`src/mem_params.svh`:
```
// Memory system parameters
// Word width, cache block size, main memory read latency and depth
// shared by the package, the fill engines and the memory model

`ifndef MEM_PARAMS_SVH
`define MEM_PARAMS_SVH

// Width of one memory and cache word in bits
`define WORD_WIDTH 16

// Words in one 16-byte cache block
`define WORDS_PER_BLOCK 8

// Cycles from a read request to its returned data
`define MEM_LATENCY 4

// Depth of the main memory in words
`define MEM_WORDS 1024

`endif

```
`src/cache_pkg.sv`:
```
// Cache refill package
// Word type, the two-way decoded byte address and the fill engine states

`default_nettype none

`include "mem_params.svh"

package cache_pkg;

    localparam int ADDR_BITS   = 16;                               // Byte address width
    localparam int OFFSET_BITS = $clog2(`WORDS_PER_BLOCK);         // Word offset inside a block
    localparam int BLOCK_BITS  = ADDR_BITS - OFFSET_BITS - 1;      // Block number above the offset

    typedef logic [`WORD_WIDTH-1:0] data_word_t;                   // One memory or cache word

    // One byte address seen either flat or split into block fields
    typedef union packed {
        logic [ADDR_BITS-1:0] flat;                                // Used by muxes and memory indexing
        struct packed {
            logic [BLOCK_BITS-1:0]  block;                         // Block number
            logic [OFFSET_BITS-1:0] offset;                        // Word within the block
            logic                   byte_sel;                      // Byte within the word
        } blk;
    } mem_addr_u;

    // Fill engine states
    typedef enum logic [1:0] {
        IDLE = 2'd0,                                               // Waiting for a start pulse
        FILL = 2'd1,                                               // Issuing word requests
        DONE = 2'd2                                                // All requests out and draining returns
    } fill_state_e;

endpackage

`default_nettype wire

```
`src/cache_fill_fsm.sv`:
```
// Cache fill engine
// Latches a miss address and streams one block out of a pipelined memory
// with several reads in flight, reporting each returned word as a data
// array write and the last word as a tag write

`timescale 1ns/1ps
`default_nettype none

`include "mem_params.svh"

module cache_fill_fsm import cache_pkg::*; (
    input  logic      clk,
    input  logic      arst_n,
    input  logic      start,             // One cycle pulse from the arbiter
    input  mem_addr_u miss_addr,         // Address that missed in the cache
    input  logic      mem_data_valid,    // Returned word valid for this engine
    output logic      busy,              // High from the cycle after start until the block is in
    output logic      req_valid,         // Word read request toward memory
    output mem_addr_u req_addr,          // Address of the requested word
    output mem_addr_u fill_addr,         // Address of the word being written into the cache
    output logic      write_data_array,  // Data array write strobe
    output logic      write_tag_array    // Tag array write strobe with the last word
);

    localparam logic [OFFSET_BITS-1:0] LAST_WORD = OFFSET_BITS'(`WORDS_PER_BLOCK - 1);

    fill_state_e            state;       // Engine state
    logic [BLOCK_BITS-1:0]  fill_block;  // Block number latched on start
    logic [OFFSET_BITS-1:0] req_cnt;     // Offset of the next request
    logic [OFFSET_BITS-1:0] rsp_cnt;     // Offset of the next returned word
    logic                   last_rsp;    // Final word of the block is returning

    assign busy             = (state != IDLE);
    assign write_data_array = busy & mem_data_valid;                 // Every return is written straight in
    assign last_rsp         = write_data_array & (rsp_cnt == LAST_WORD);
    assign write_tag_array  = last_rsp;                              // Tag goes in with the eighth word

    // Requests and returns run on their own counters so they overlap
    always_ff @(posedge clk or negedge arst_n) begin
        if (!arst_n) begin
            state     <= IDLE;
            req_cnt   <= '0;
            rsp_cnt   <= '0;
            req_valid <= 1'b0;
        end else begin
            case (state)
                IDLE: begin
                    req_valid <= 1'b0;
                    if (start) begin
                        state   <= FILL;                             // Busy rises next cycle
                        req_cnt <= '0;
                        rsp_cnt <= '0;
                    end
                end
                FILL: begin
                    req_valid <= 1'b1;                               // Registered request for offset req_cnt
                    req_cnt   <= req_cnt + 1'b1;
                    if (req_cnt == LAST_WORD) begin
                        state <= DONE;                               // Eighth request goes out next cycle
                    end
                end
                DONE: begin
                    req_valid <= 1'b0;
                    if (last_rsp) begin
                        state <= IDLE;                               // Busy falls after the eighth word
                    end
                end
                default: begin
                    state     <= IDLE;
                    req_valid <= 1'b0;
                end
            endcase
            if (write_data_array) begin
                rsp_cnt <= rsp_cnt + 1'b1;                           // Returns arrive in request order
            end
        end
    end

    // Address payload registers
    always_ff @(posedge clk) begin
        if (start && (state == IDLE)) begin
            fill_block <= miss_addr.blk.block;                       // Keep only the block number
        end
        if (state == FILL) begin
            req_addr.blk.block    <= fill_block;
            req_addr.blk.offset   <= req_cnt;                        // Steps through offsets 0 to 7
            req_addr.blk.byte_sel <= 1'b0;                           // Requests are word aligned
        end
    end

    // The word being written back takes its offset from the response counter
    always_comb begin
        fill_addr.blk.block    = fill_block;
        fill_addr.blk.offset   = rsp_cnt;
        fill_addr.blk.byte_sel = 1'b0;
    end

endmodule

`default_nettype wire

```
`src/cache_arbiter.sv`:
```
// Cache arbiter
// Grants the shared main memory to one fill engine at a time with
// instruction cache priority, stalls the CPU while a fill is pending and
// passes data cache write-through stores when nothing is pending

`timescale 1ns/1ps
`default_nettype none

module cache_arbiter import cache_pkg::*; (
    input  logic       clk,
    input  logic       arst_n,
    output logic       stall_n,                  // Low while any fill is pending

    input  mem_addr_u  icache_addr,              // Instruction cache lookup address
    input  logic       icache_miss_detected,     // Instruction cache miss level
    output data_word_t icache_fill_data,         // Word being filled into the instruction cache
    output mem_addr_u  icache_fill_addr,         // Address of that word
    output logic       icache_write_data_array,  // Instruction cache data array strobe
    output logic       icache_write_tag_array,   // Instruction cache tag array strobe
    output logic       icache_fsm_busy,          // Instruction fill in progress

    input  mem_addr_u  dcache_addr,              // Data cache lookup address
    input  logic       dcache_miss_detected,     // Data cache miss level
    output data_word_t dcache_fill_data,         // Word being filled into the data cache
    output mem_addr_u  dcache_fill_addr,         // Address of that word
    output logic       dcache_write_data_array,  // Data cache data array strobe
    output logic       dcache_write_tag_array,   // Data cache tag array strobe
    output logic       dcache_fsm_busy,          // Data fill in progress
    input  mem_addr_u  dcache_write_addr,        // Write-through store address
    input  data_word_t dcache_write_data,        // Write-through store data
    input  logic       dcache_write_enable,      // Write-through store request

    output mem_addr_u  mainmem_addr,             // Shared memory address
    output data_word_t mainmem_write_data,       // Shared memory write data
    output logic       mainmem_rd,               // Memory read request
    output logic       mainmem_wr,               // Memory write request
    input  data_word_t mainmem_read_data,        // Returned read word
    input  logic       mainmem_data_valid        // Returned read word is valid
);

    logic      grant_dcache;       // High while the data cache owns the read path
    logic      fill_active;        // Granted engine is still busy
    logic      fill_pending;       // A miss is waiting or a fill is running
    logic      icache_start;       // Start pulse for the instruction fill
    logic      dcache_start;       // Start pulse for the data fill
    logic      icache_req_valid;
    logic      dcache_req_valid;
    mem_addr_u icache_req_addr;
    mem_addr_u dcache_req_addr;
    logic      icache_data_valid;  // Memory valid steered to the instruction engine
    logic      dcache_data_valid;  // Memory valid steered to the data engine

    assign fill_active  = grant_dcache ? dcache_fsm_busy : icache_fsm_busy;
    assign icache_start = icache_miss_detected & ~icache_fsm_busy & ~fill_active;
    assign dcache_start = dcache_miss_detected & ~dcache_fsm_busy & ~fill_active
                        & ~icache_start;                  // Instruction cache wins a tie

    // The caches hold their miss levels while stalled so the stall covers the whole fill
    assign fill_pending = icache_miss_detected | dcache_miss_detected
                        | icache_fsm_busy | dcache_fsm_busy;
    assign stall_n      = ~fill_pending;

    // Grant owner changes only when a new fill starts
    always_ff @(posedge clk or negedge arst_n) begin
        if (!arst_n) begin
            grant_dcache <= 1'b0;
        end else if (icache_start) begin
            grant_dcache <= 1'b0;
        end else if (dcache_start) begin
            grant_dcache <= 1'b1;
        end
    end

    cache_fill_fsm icache_fill (
        .clk              (clk),
        .arst_n           (arst_n),
        .start            (icache_start),
        .miss_addr        (icache_addr),
        .mem_data_valid   (icache_data_valid),
        .busy             (icache_fsm_busy),
        .req_valid        (icache_req_valid),
        .req_addr         (icache_req_addr),
        .fill_addr        (icache_fill_addr),
        .write_data_array (icache_write_data_array),
        .write_tag_array  (icache_write_tag_array)
    );

    cache_fill_fsm dcache_fill (
        .clk              (clk),
        .arst_n           (arst_n),
        .start            (dcache_start),
        .miss_addr        (dcache_addr),
        .mem_data_valid   (dcache_data_valid),
        .busy             (dcache_fsm_busy),
        .req_valid        (dcache_req_valid),
        .req_addr         (dcache_req_addr),
        .fill_addr        (dcache_fill_addr),
        .write_data_array (dcache_write_data_array),
        .write_tag_array  (dcache_write_tag_array)
    );

    // Fill requests own the address while pending and stores use it otherwise
    always_comb begin
        if (fill_pending) begin
            mainmem_addr.flat = grant_dcache ? dcache_req_addr.flat : icache_req_addr.flat;
        end else begin
            mainmem_addr.flat = dcache_write_addr.flat;
        end
    end

    assign mainmem_rd         = grant_dcache ? dcache_req_valid : icache_req_valid;
    assign mainmem_wr         = dcache_write_enable & ~fill_pending;  // Stores wait out a stall
    assign mainmem_write_data = dcache_write_data;

    assign icache_data_valid  = mainmem_data_valid & ~grant_dcache;
    assign dcache_data_valid  = mainmem_data_valid & grant_dcache;
    assign icache_fill_data   = mainmem_read_data;                  // Strobes pick the cache that writes
    assign dcache_fill_data   = mainmem_read_data;

endmodule

`default_nettype wire

```
`config.mk`:
```
export PLATFORM = sky130hd
export DESIGN_NAME = cache_arbiter
export DESIGN_NICKNAME = d
export VERILOG_FILES = /design/src/cache_pkg.sv /design/src/cache_fill_fsm.sv /design/src/cache_arbiter.sv
export VERILOG_INCLUDE_DIRS = /design/src
export SDC_FILE = /design/constraint.sdc
export NUM_CORES = 1
export LEC_CHECK = 0
export BUFFER_PORTS_ARGS = -buffer_cell sky130_fd_sc_hd__buf_4
export CORE_MARGIN = 2
export CORE_UTILIZATION = 48
export DETAILED_ROUTE_END_ITERATION = 8
export PLACE_DENSITY = 0.86
export SLEW_MARGIN = 20
export SYNTH_ARGS = -nofsm -noshare
export SYNTH_HDL_FRONTEND = slang
export SYNTH_SLANG_ARGS = --single-unit
```
`constraint.sdc`:
```
create_clock -name clk -period 3.26 [get_ports clk]
set_input_delay 0.326 -clock clk [delete_from_list [all_inputs] [get_ports clk]]
set_output_delay 0.326 -clock clk [all_outputs]
set_load 0.02 [all_outputs]
```
# After elaboration in Yosys (flattened, before gate mapping)

Cells that the tools add are included.
W data, S select, Z words.

Bits in registers: 73
Output and inout bits: 105

Add/subtract/negate cells: 4
Equal/unequal tests: 14
Multiplexer cells: 24
Bitwise logic cells: 21
Reductions and logical operators: 19

Operators with widths:

| cell                  | number |
|---|---|
| $mux W16              | 2 |
| $mux W3               | 6 |
| $reduce_bool A2 Y1    | 9 |
| $add A3 B1 Y3 const B | 4 |
| $and A1 B1 Y1         | 12 |
| $eq A3 B3 Y1 const B  | 4 |
| $mux W2               | 6 |
| $pmux W2 S3           | 2 |
| $pmux W3 S2           | 2 |
| $ne A2 B1 Y1 const B  | 4 |
| $reduce_and A2 Y1     | 4 |
| $mux W1               | 6 |
| $not A1 Y1            | 6 |
| $reduce_and A3 Y1     | 2 |
| $eq A2 B1 Y1 const B  | 2 |
| $eq A2 B2 Y1 const B  | 2 |
| $logic_not A2 Y1      | 2 |
| $ne A2 B2 Y1 const B  | 2 |
| $or A1 B1 Y1          | 3 |
| $logic_and A1 B1 Y1   | 2 |

# Longest topological paths before layout

Word-level depth: 9
Depth in mapped cells: 5

# Hierarchy

Synthesis repeated with hierarchy kept, for this count alone.

Cell total of the unflattened synthesis: 234
Area, all modules: 3489.6 um^2

Modules (own cells, without submodules):

| module         | instances | cells each | area each (um^2) | seq. area each (um^2) |
|---|---|---|---|---|
| cache_fill_fsm | 2         | 68         | 1281.2           | 1036.0 |
| cache_arbiter  | 1         | 98         | 927.1            | 25.0 |

# Worst setup path after synthesis

No wires, ideal clock.

Path kind: register to register
Start: register dcache_fill.state[1]
End: register dcache_fill.fill_block[0] (enable)
Data arrival time: 1411 ps
Required time: 2878 ps
Setup slack: 1466 ps
Cell stages (with the launch flop): 4
Buffers on the path: 0
Clock period less this slack: 1794 ps
Cells stage by stage: dfrtp_1 nor2_4 inv_1 nor4_4

Longest elaborated chain between the ends: 7

RTL lines:

| item                    | RTL line                                 | RTL |
|---|---|---|
| from (decl)             | cache_fill_fsm.sv:27                     | `fill_state_e state;` |
| from (signal assigned)  | cache_fill_fsm.sv:41                     | `state <= IDLE;` |
| from (signal assigned)  | cache_fill_fsm.sv:50                     | `state <= FILL;` |
| from (signal assigned)  | cache_fill_fsm.sv:59                     | `state <= DONE;` |
| $reduce_bool A2 Y1 (*)  | cache_fill_fsm.sv:33                     | `assign busy = (state != IDLE);` |
| net dcache_fsm_busy     | cache_arbiter.sv:28                      | `output logic dcache_fsm_busy,` |
| $mux W1                 | cache_arbiter.sv:53                      | `assign fill_active = grant_dcache ? dcache_fsm_busy : icache_fsm_busy;` |
| $not A1 Y1              | cache_arbiter.sv:54, cache_arbiter.sv:55 |  |
| $and A1 B1 Y1           | cache_arbiter.sv:54                      | `assign icache_start = icache_miss_detected & ~icache_fsm_busy & ~fill_active;` |
| $not A1 Y1              | cache_arbiter.sv:56                      | `& ~icache_start;` |
| $and A1 B1 Y1 (*)       | cache_arbiter.sv:56                      |  |
| $logic_and A1 B1 Y1 (*) | cache_fill_fsm.sv:81                     | `if (start && (state == IDLE)) begin` |
| to (signal assigned)    | cache_fill_fsm.sv:82                     | `fill_block <= miss_addr.blk.block;` |
| to (decl)               | cache_fill_fsm.sv:28                     | `logic [BLOCK_BITS-1:0] fill_block;` |

The timed path passes the listed nets; every way through them passes the cells marked *.
A chain may end at the register's enable or synchronous reset.

# Worst setup path in the final report

Start: register grant_dcache
End: output port dcache_write_tag_array

Longest elaborated chain between the ends: 3

RTL lines:

| item                   | RTL line             | RTL |
|---|---|---|
| from (decl)            | cache_arbiter.sv:41  | `logic grant_dcache;` |
| from (signal assigned) | cache_arbiter.sv:66  | `grant_dcache <= 1'b0;` |
| from (signal assigned) | cache_arbiter.sv:68  | `grant_dcache <= 1'b0;` |
| from (signal assigned) | cache_arbiter.sv:70  | `grant_dcache <= 1'b1;` |
| $and A1 B1 Y1          | cache_arbiter.sv:116 | `assign dcache_data_valid = mainmem_data_valid & grant_dcache;` |
| $and A1 B1 Y1          | cache_fill_fsm.sv:34 | `assign write_data_array = busy & mem_data_valid;` |
| $and A1 B1 Y1          | cache_fill_fsm.sv:35 | `assign last_rsp = write_data_array & (rsp_cnt == LAST_WORD);` |
| to (decl)              | cache_arbiter.sv:27  | `output logic dcache_write_tag_array,` |

No other way between the ends.

==> flow_summary.yaml <==
status:
  run_status: "finished, final reports clean"
power:
  p_comb_share_pct: 29.2
  p_switching_mw: 0.8389
  power_mw: 2.962
  ir_worst_vdd_uv: 474.2
  swShare_pct: 28.32
  p_int_mw: 2.123
  leakagePower_nw: 1.781
  power_frac_seq_pct: 43.2
  p_per_area_nw_per_um2: 724.0
  p_clk_share_pct: 27.7
yosys:
  synth.cell_area_um2: 3379
  synth_edf_count: 54
  yosysSeqAreaShare_pct: 62.05
  ys_warn_count: 0
  synth_most_common_cell: "edfxtp_1"
  ys_types: 28
  syn-instance-count: 231
  ys.flop_type: "edfxtp_1"
  synth_area_leaders: "edfxtp_1 48%, dfrtp_1 14%, buf_4 11%"
  yosysTopAreaCell: "edfxtp_1"
  synth-seq-cells: 73
  synth_top_area_share_pct: 47.98
  async_reset_ff_share_pct: 26.03
  synth.avg_cell_area_um2: 14.63
  synthTopCellsByCount: "54 x edfxtp_1, 50 x buf_4, 23 x mux2_2"
critical_path:
  regToRegSetupSlack_ns: 1.23
  cp.required_ns: 2.93
  startpoint: "grant_dcache"
  cp-start-kind: "register"
  cp_slowest_cell: "dfrtp_1"
  rr_endpoint: "icache_fill.state[0]"
  crit_path_end: "dcache_write_tag_array"
  max_stage_delay_ns: 0.90
  crit_buf_inv: 2
  critPathKind: "reg2out"
  cp.depth: 4
  critPathTopFamily: "flip-flops"
  cp.arrival_ns: 2.11
  reg2reg_depth: 3
  crit_fanout: 20
  cp-end-kind: "primary output"
  cp_cell_sequence: "o211ai_1 > inv_1 > and2_1 > buf_4"
  r2r-start: "grant_dcache"
clocking:
  clk_pin_slew_ns: 0.08
  ctsHtreeMaxLevel: 3
  clock_sinks: 73
  post_cts_resized: 0
  cts_tree: "yes"
  cts_made_buffers: 9
  cts_buffer_depth: 2
  hold_buffers: 1
  post_cts.repair.setup_buffers: 0
  clk_latency_ns: 0.34
  cts-root-buf: "clkbuf_8"
sta:
  fin_crit_sh_pct: 74.59
  worst_pin_slew_ns: 0.8416
  hold_violations: 0
  drv_slew: 0
  skew_ns: 0.01075
  rsz0062_at_grt: "false"
  tns_ns: 0
  setup_viol: 0
  relSlewSlack_pct: 43.89
  period_needed_ns: 2.432
  timing.fmax_mhz: 411.3
floorplanning:
  die_y_um: 87.91
  core_area_um2: 6794
  pin_count: 191
  initial_core_util_pct: 49.74
  core.rowCount: 30
  die_area_um2: 7728
  dieWidth_um: 87.91
global_route:
  antenna_found_initial: 0
  grt_pass1_wl_mm: 9.335
  grt_pass1_vias: 1909
  grt_usage_pct: 16.51
  grt-ovfl-total: 0
  grt_max_degree: 21
layout:
  area_delta_synth_final_pct: 21.07
  nets: 385
  drive_gt1_share_pct: 51.69
  diodes: 0
routing:
  viasPerCell: 4.844
  route.detailed.drc: 0
  drt_iter0_drc: 77
  drtPass1Iterations: 4
  post_drt_wl_per_cell_um: 15.96
  routed_wl_mm: 6.255
  antenna_left: 0
  routed-via-count: 1899
placed_design:
  place.port_buffers: 100
  dpl.hpwl_mm: 4.383
  place_congestion: 0.7473
worst_hold_path:
  hold_class: "in2reg"
job:
  drv_cap: 0
worst min-delay path by stage:
stage | depth (start not counted) | start | slack (ns) | end
after CTS | 1 | icache_addr[13] | 0.15 | icache_fill.fill_block[9]
after floorplan | 0 | arst_n | 0.03 | dcache_fill.req_cnt[0]
after detailed placement | 1 | arst_n | 0.22 | icache_fill.rsp_cnt[0]
final | 1 | icache_addr[13] | 0.16 | icache_fill.fill_block[9]
after global placement | 1 | arst_n | 0.21 | icache_fill.rsp_cnt[1]
after global routing | 1 | dcache_addr[10] | 0.14 | dcache_fill.fill_block[6]
power by group through the flow:
stage / Clock (mW) / Combinational [mW] / Sequential, mW
floorplan: 0 / 0.583 / 1.33
global placement: 0 / 0.855 / 1.29
detailed placement: 0 / 0.872 / 1.30
CTS: 0.832 / 0.879 / 1.28
global route: 0.874 / 0.943 / 1.30
finish: 0.819 / 0.864 / 1.28
stage by stage:
stage | instance area, µm² | setup WS, ns | hold WS [ns] | std cells | util (%)
after CTS | 4091 | 0.7691 | 0.1451 | 392 | 60.22
after floorplan | 3383 | 1.466 | 0.03041 | 232 | -
after detailed placement | 3847 | 1.130 | 0.2159 | 375 | 56.63
after global placement | 3847 | 1.176 | 0.2131 | 375 | 56.63
final | 4091 | 0.8284 | 0.1588 | 392 | 60.22
after global routing | 4091 | 0.6526 | 0.1448 | 392 | 60.22
logic make-up after synthesis:
family	synth area share [%]
muxes	11.66
AOI/OAI and AO/OA	3.925
other	0.1110
buffers and inverters	13.03
DFF	62.05
adders and majority gates	2.962
and+or+nand+nor	6.257
cell usage in the layout (no fill, tap or decap), drive strengths merged, types with 2 or more instances in the layout:
cell type | Yosys | layout
conb | 1 | 2
o21ai | 11 | 11
clkinv | 0 | 2
nand2b | 6 | 6
nand2 | 16 | 16
edfxtp | 54 | 54
nor2 | 4 | 4
bufinv | 0 | 3
inv | 7 | 7
and2 | 5 | 5
dfrtp | 19 | 19
mux2 | 32 | 32
clkbuf | 0 | 10
ha | 8 | 8
o21bai | 2 | 2
buf | 54 | 101
a22o | 3 | 3
registers in the layout, summed over array words and instances, names as in the netlist:
register,cells
dcache_fill.state,2
icache_fill.req_cnt,3
icache_fill.state,2
icache_fill.rsp_cnt,3
icache_fill.req_valid,1
dcache_fill.rsp_cnt,3
icache_fill.fill_block,12
dcache_fill.fill_block,12
grant_dcache,1
dcache_fill.req_cnt,3
icache_fill.req_addr,15
dcache_fill.req_valid,1
dcache_fill.req_addr,15
layout make-up:
class / instances / area (µm²)
fill: 540 / 2703
sequential: 73 / 2097
multi-input combinational: 98 / 845.8
timing repair buffer: 102 / 768.2
clock buffer: 10 / 127.6
tap: 96 / 120.1
clock inverter: 6 / 106.4
inverter: 7 / 26.28
layer usage:
metal	part of all wire (%)	GRT usage (%)	vias to the layer above	wire, µm
li1	-	-	885	-
met1	39	20.22	906	2431
met2	51	26.86	92	3161
met3	8.2	4.713	16	514
met4	2.4	8.252	0	148
met5	0	0	-	0
(Power assumes the default switching activity.)
